File: config.mk
export PLATFORM = sky130hd
export DESIGN_NAME = pixel_state_ram
export DESIGN_NICKNAME = d
export VERILOG_FILES = /design/src/hdl/epd_pkg.sv /design/src/hdl/pixel_state_ram.sv
export VERILOG_INCLUDE_DIRS = /design/src /design/src/hdl
export SDC_FILE = /design/constraint.sdc
export NUM_CORES = 1
export LEC_CHECK = 0
export BUFFER_PORTS_ARGS = -buffer_cell sky130_fd_sc_hd__buf_4
export CAP_MARGIN = 20
export CORE_UTILIZATION = 48
export CTS_BUF_LIST = sky130_fd_sc_hd__clkbuf_8 sky130_fd_sc_hd__clkbuf_16
export DETAILED_ROUTE_END_ITERATION = 8
export SYNTH_ARGS = -nofsm -noshare
export SYNTH_HDL_FRONTEND = slang
export SYNTH_SLANG_ARGS = --single-unit
File: constraint.sdc
create_clock -name clk -period 3.33 [get_ports clk]
set_input_delay 0 -clock clk [delete_from_list [all_inputs] [get_ports clk]]
set_output_delay 0 -clock clk [all_outputs]
set_load 0.005 [all_outputs]
File: src/hdl/epd_params.svh
//////////////////////////////////////////////////////////////////////
// Build-time constants for the EPD pixel engine
// Frame count macros are sized to the 6-bit state counter
// Manual LUT length must stay within 4 bits of table frame index
//////////////////////////////////////////////////////////////////////
`ifndef EPD_PARAMS_SVH
`define EPD_PARAMS_SVH

// Pixel address width, the state memory holds 2^W words
`define EPD_PIX_ADDR_W 4

// Fast mono drive length in frames
`define EPD_FASTM_B2W_FRAMES 6'd9
`define EPD_FASTM_W2B_FRAMES 6'd9

// Longest manual LUT sequence, bounded by the table frame index
`define EPD_MAX_LUT_FRAMES 6'd15

// Host command codes carried in op.cmd
`define EPD_OP_REDRAW  8'h01
`define EPD_OP_SETMODE 8'h02

// Set-mode parameter codes carried in op.param
`define EPD_SETMODE_MANUAL_LUT 8'h00
`define EPD_SETMODE_FAST_MONO  8'h02

`endif
File: src/hdl/epd_pkg.sv
//////////////////////////////////////////////////////////////////////
// Types and state word presets shared by the EPD pixel engine
// Pixel address width follows the params header
//////////////////////////////////////////////////////////////////////
`include "epd_params.svh"

package epd_pkg;

    // Plain vectors with a meaning
    typedef logic [3:0]                   grey_t;
    typedef logic [5:0]                   frame_cnt_t;
    typedef logic [1:0]                   mindrv_t;
    typedef logic [`EPD_PIX_ADDR_W-1:0]   pix_addr_t;
    typedef logic [15:0]                  state_word_t;

    // Drive code sent to the panel per pixel
    typedef enum logic [1:0] {
        DRIVE_NONE  = 2'b00,
        DRIVE_BLACK = 2'b01,
        DRIVE_WHITE = 2'b10
    } drive_t;

    // Base mode decoded from the top state bits
    typedef enum logic [1:0] {
        MODE_MANUAL_LUT = 2'b00,
        MODE_FAST_MONO  = 2'b01
    } base_mode_t;

    // Host operation, held through a frame
    typedef struct packed {
        logic       valid;
        logic [7:0] cmd;
        logic [7:0] param;
        frame_cnt_t framecnt;
    } op_s;

    // Waveform table address
    typedef struct packed {
        grey_t src;
        grey_t dst;
        grey_t frame;
    } lut_index_s;

    // One pixel from the host stream
    typedef struct packed {
        pix_addr_t addr;
        grey_t     grey;
    } pixel_req_s;

    // Manual LUT only owns bits 15-14 of the mode field
    localparam logic [1:0] MODE_HI_MANUAL      = 2'b00;
    localparam logic [3:0] MODE_CODE_FAST_MONO = 4'b1000;

    // Preset words written by set-mode and by the reset sweep
    localparam state_word_t STATE_PRESET_MANUAL =
        {MODE_HI_MANUAL, 4'd0, 6'd0, 4'hF};
    localparam state_word_t STATE_PRESET_FAST_MONO =
        {MODE_CODE_FAST_MONO, 2'b00, 6'd0, 2'b00, 1'b0, 1'b1};

endpackage

File: src/hdl/pixel_state_ram.sv
//////////////////////////////////////////////////////////////////////
// Per-pixel state memory, one registered read and one write a cycle
// After reset every word is set to fast mono white, one per cycle
// Same-address read and write in one cycle returns the old word
//////////////////////////////////////////////////////////////////////
`timescale 1ns/1ps
`include "epd_params.svh"

module pixel_state_ram
    import epd_pkg::*;
#(
    parameter int ADDR_W = `EPD_PIX_ADDR_W
) (
    input  logic        clk,
    input  logic        rst_n,
    input  pix_addr_t   rd_addr,
    input  logic        wr_en,
    input  pix_addr_t   wr_addr,
    input  state_word_t wr_data,
    output state_word_t rd_data,
    output logic        init_busy
);

    localparam int DEPTH = 1 << ADDR_W;

    state_word_t mem [DEPTH];
    logic [ADDR_W-1:0] init_cnt;

    // Write port, the sweep takes it over while busy
    logic        mem_we;
    pix_addr_t   mem_waddr;
    state_word_t mem_wdata;

    assign mem_we    = init_busy | wr_en;
    assign mem_waddr = init_busy ? init_cnt : wr_addr;
    assign mem_wdata = init_busy ? STATE_PRESET_FAST_MONO : wr_data;

    // Sweep counter, busy drops after the last address
    always_ff @(posedge clk) begin
        if (!rst_n) begin
            init_cnt  <= '0;
            init_busy <= 1'b1;
        end else if (init_busy) begin
            init_cnt <= init_cnt + 1'b1;
            if (init_cnt == ADDR_W'(DEPTH - 1))
                init_busy <= 1'b0;
        end
    end

    always_ff @(posedge clk) begin
        if (mem_we)
            mem[mem_waddr] <= mem_wdata;
        rd_data <= mem[rd_addr];
    end

    // Pipeline writeback must not collide with the sweep
    a_no_write_during_init: assert property (
        @(posedge clk) disable iff (!rst_n) init_busy |-> !wr_en
    );

endmodule

==> impl_metrics.ini <==
[outcome]
status = finished clean

[timing]
fin_skew_ns = 0.00923
slew_headroom_pct = 26.9
rsz0062_at_grt = no
max_freq_mhz = 411
tns_ns = 0
tightestPinTransition_ns = 1.10
hold_violations = 0
fin_crit_sh_pct = 73.1
fin_crit_ns = 2.44
setup-violations-final = 0
slew_violations = 0

[floorplan]
design.die.area_mm2 = 0.0224
dieHeight_um = 150
ios = 44
std_cell_rows = 53
initial_core_util_pct = 49.3
core_area_mm2 = 0.0212
fp.dieW_um = 150

[job]
max-cap-violations = 0

[power]
switchingPower_uw = 1440
power.total_uw = 7260
sequentialPowerShare_pct = 53.2
power_density_mw_per_mm2 = 597
ir_drop_v = 0.000370
p_comb_share_pct = 5.0
switching_share_pct = 19.9
p_clk_share_pct = 41.8
p_int_uw = 5820
p_leak_uw = 0.00410

[detailed_routing]
postRouteAntennaNets = 0
viasPerCell = 5.79
drt_iter0_drc = 408
wl_per_cell_um = 24.8
first_pass_iters = 5
drt-total-wl_mm = 21.3
drc_errors = 0
vias = 4967

[yosys]
synth_edf_count = 256
synth_top_area_share_pct = 73.5
synth_top_area_cell = edfxtp_1
avgSynthCellArea_um2 = 21.7
synth-seq-area-share_pct = 77.5
yosys-top-cells-area = edfxtp_1, mux4_2, dfxtp_1
ys_async_sr_fraction_pct = 0
synth.distinct_cells = 29
synth-main-ff-cell = edfxtp_1
synth.cell_area_mm2 = 0.0105
syn-num-nets = 511
yosysWarnings = 0
ys_seq_elements = 277
synthCells = 483

[worst_setup_path]
cpLargestDelayFamily = simple AND/OR/NAND/NOR gates
required_ns = 3.47
r2r_end = mem[3][3]
crit_buf_inv = 0
endpoint = mem[3][3]
crit_type = reg2reg
end_kind = flip-flop
crit_path_max_incr_delay_ns = 0.88
cp_max_fo = 18
r2r_cells = 3
cp_slowest_cell = nor2_2
r2r_setup_slack_ns = 0.89
critical_path.startpoint = init_busy
cp.arrival_ns = 2.57
worstPathCellList = nor2b_1 > a22oi_1 > nor2_2
rr_startpoint = init_busy
crit_cells = 3
cp-start-kind = flip-flop

[global_route]
grt_antenna_before_repair = 0
grt_overflow = 0
grt_pass1_wl_mm = 32.4
grt_pass1_vias = 5246
grt_usage_pct = 20.3
grt_max_degree = 56

[clocking]
path_clk_slew_ns = 0.06
clock_path_buffers = 3
htree_levels = 1
cts_sinks = 277
cts_setup_buffers = 0
cts_hold_buf = 4
clk_latency_ns = 0.52
cts-root-buf = clkbuf_16
cts_resized = 0
cts_tree = yes
cts_buffers = 28

[min_path]
hold_class = in2reg

[placed_design]
place_congestion = 0.856
place_inst = 794
io_buffers = 43
hpwl_mm = 13.0

[cells_and_area]
syn_to_final_growth_pct = 16.3
antenna_cells = 0
final_core_util_pct = 57.3
drive_gt1_share_pct = 31.2
final_cells = 858
layout.nets = 589
layout make-up:
| type | instances | area, um2 |
|---|---|---|
| Multi-Input combinational cell | 179 | 2210 |
| Fill cell | 1608 | 9050 |
| Timing Repair Buffer | 72 | 574 |
| Tap cell | 275 | 344 |
| Clock buffer | 36 | 822 |
| Sequential cell | 277 | 8110 |
| Clock inverter | 16 | 96.3 |
| Inverter | 3 | 11.3 |
worst register-to-register path, cell delays in order, from the launching register on:
cell and delay, ns:
dfxtp_1 0.70, nor2b_1 0.26, a22oi_1 0.21, nor2_2 0.88
Yosys cell counts (all sizes together), types with 2 or more instances:
library cell  number
mux4              64
edfxtp           256
dfxtp             21
and2               4
or2                2
xnor2              2
clkbuf             7
a22oi             34
nor2              20
buf               15
nand2             20
a32oi              4
nor2b             21
inv                3
placed cells by master (no fill, tap or decap):
| cell type | n |
|---|---|
| nor2_2 | 16 |
| ha_1 | 1 |
| dlygate4sd3_1 | 7 |
| buf_4 | 63 |
| inv_1 | 9 |
| clkinv_2 | 8 |
| xor2_1 | 1 |
| nor2b_1 | 21 |
| bufinv_16 | 1 |
| clkbuf_8 | 7 |
| buf_12 | 1 |
| buf_6 | 1 |
| and2_1 | 4 |
| and3_1 | 1 |
| mux4_1 | 10 |
| a32oi_1 | 4 |
| dfxtp_1 | 21 |
| or2_2 | 2 |
| nand2_1 | 20 |
| nor2_1 | 4 |
| clkinv_1 | 1 |
| clkbuf_16 | 29 |
| nand4_1 | 1 |
| a2bb2oi_1 | 1 |
| nand3_1 | 1 |
| mux2i_1 | 1 |
| edfxtp_1 | 256 |
| mux4_2 | 54 |
| a22oi_1 | 34 |
| a31oi_1 | 1 |
| xnor2_1 | 2 |
through the flow:
stage                     worst slack [ns]  hold slack [ns]  area, um2
after CTS                            0.866          0.00980      12100
after detailed placement             0.874            0.208      11100
after global placement                1.01            0.198      11100
after global routing                 0.715           0.0166      12200
final                                0.894           0.0252      12200
after floorplan                       1.25           0.0619      10500
worst min path at each step:
stage / from / to / slack [ns] / cells past startpoint
2_1_floorplan: rst_n / init_busy / 0.06 / 1
3_3_place_gp: rst_n / init_busy / 0.20 / 2
3_5_place_dp: rst_n / init_busy / 0.21 / 2
4_1_cts: wr_data[2] / mem[10][2] / 0.01 / 2
5_1_grt: wr_data[2] / mem[12][2] / 0.02 / 2
6_report: wr_data[10] / mem[5][10] / 0.03 / 3
routing by layer:
layer	part of all wire, %	track usage [%]	vias to the layer above
met1	43	28.7	2601
li1	-	-	2161
met2	49	32.8	169
met5	0	0	-
met3	5.7	3.35	36
met4	2.2	5.66	0
power groups by stage:
stage	Combinational [uW]	Clock, uW	Sequential (uW)
floorplan	215	0	3930
global placement	353	0	3940
detailed placement	358	0	3940
CTS	363	3080	3870
global route	392	3210	3870
finish	363	3030	3870
sequential cells by signal (all words and copies together), names as in the netlist:
| signal | flops |
|---|---|
| mem | 256 |
| rd_data | 16 |
| init_cnt | 4 |
| init_busy | 1 |
cells by family after synthesis:
logic type,Yosys count,share of synthesized area [%]
compound gates,40,2.92
xor+xnor,3,0.251
fa+ha+maj,1,0.120
buf+inv,27,1.73
flops,277,77.5
mux,65,14.2
simple gates,70,3.22
No activity file was read; power rests on OpenSTA's default activity.
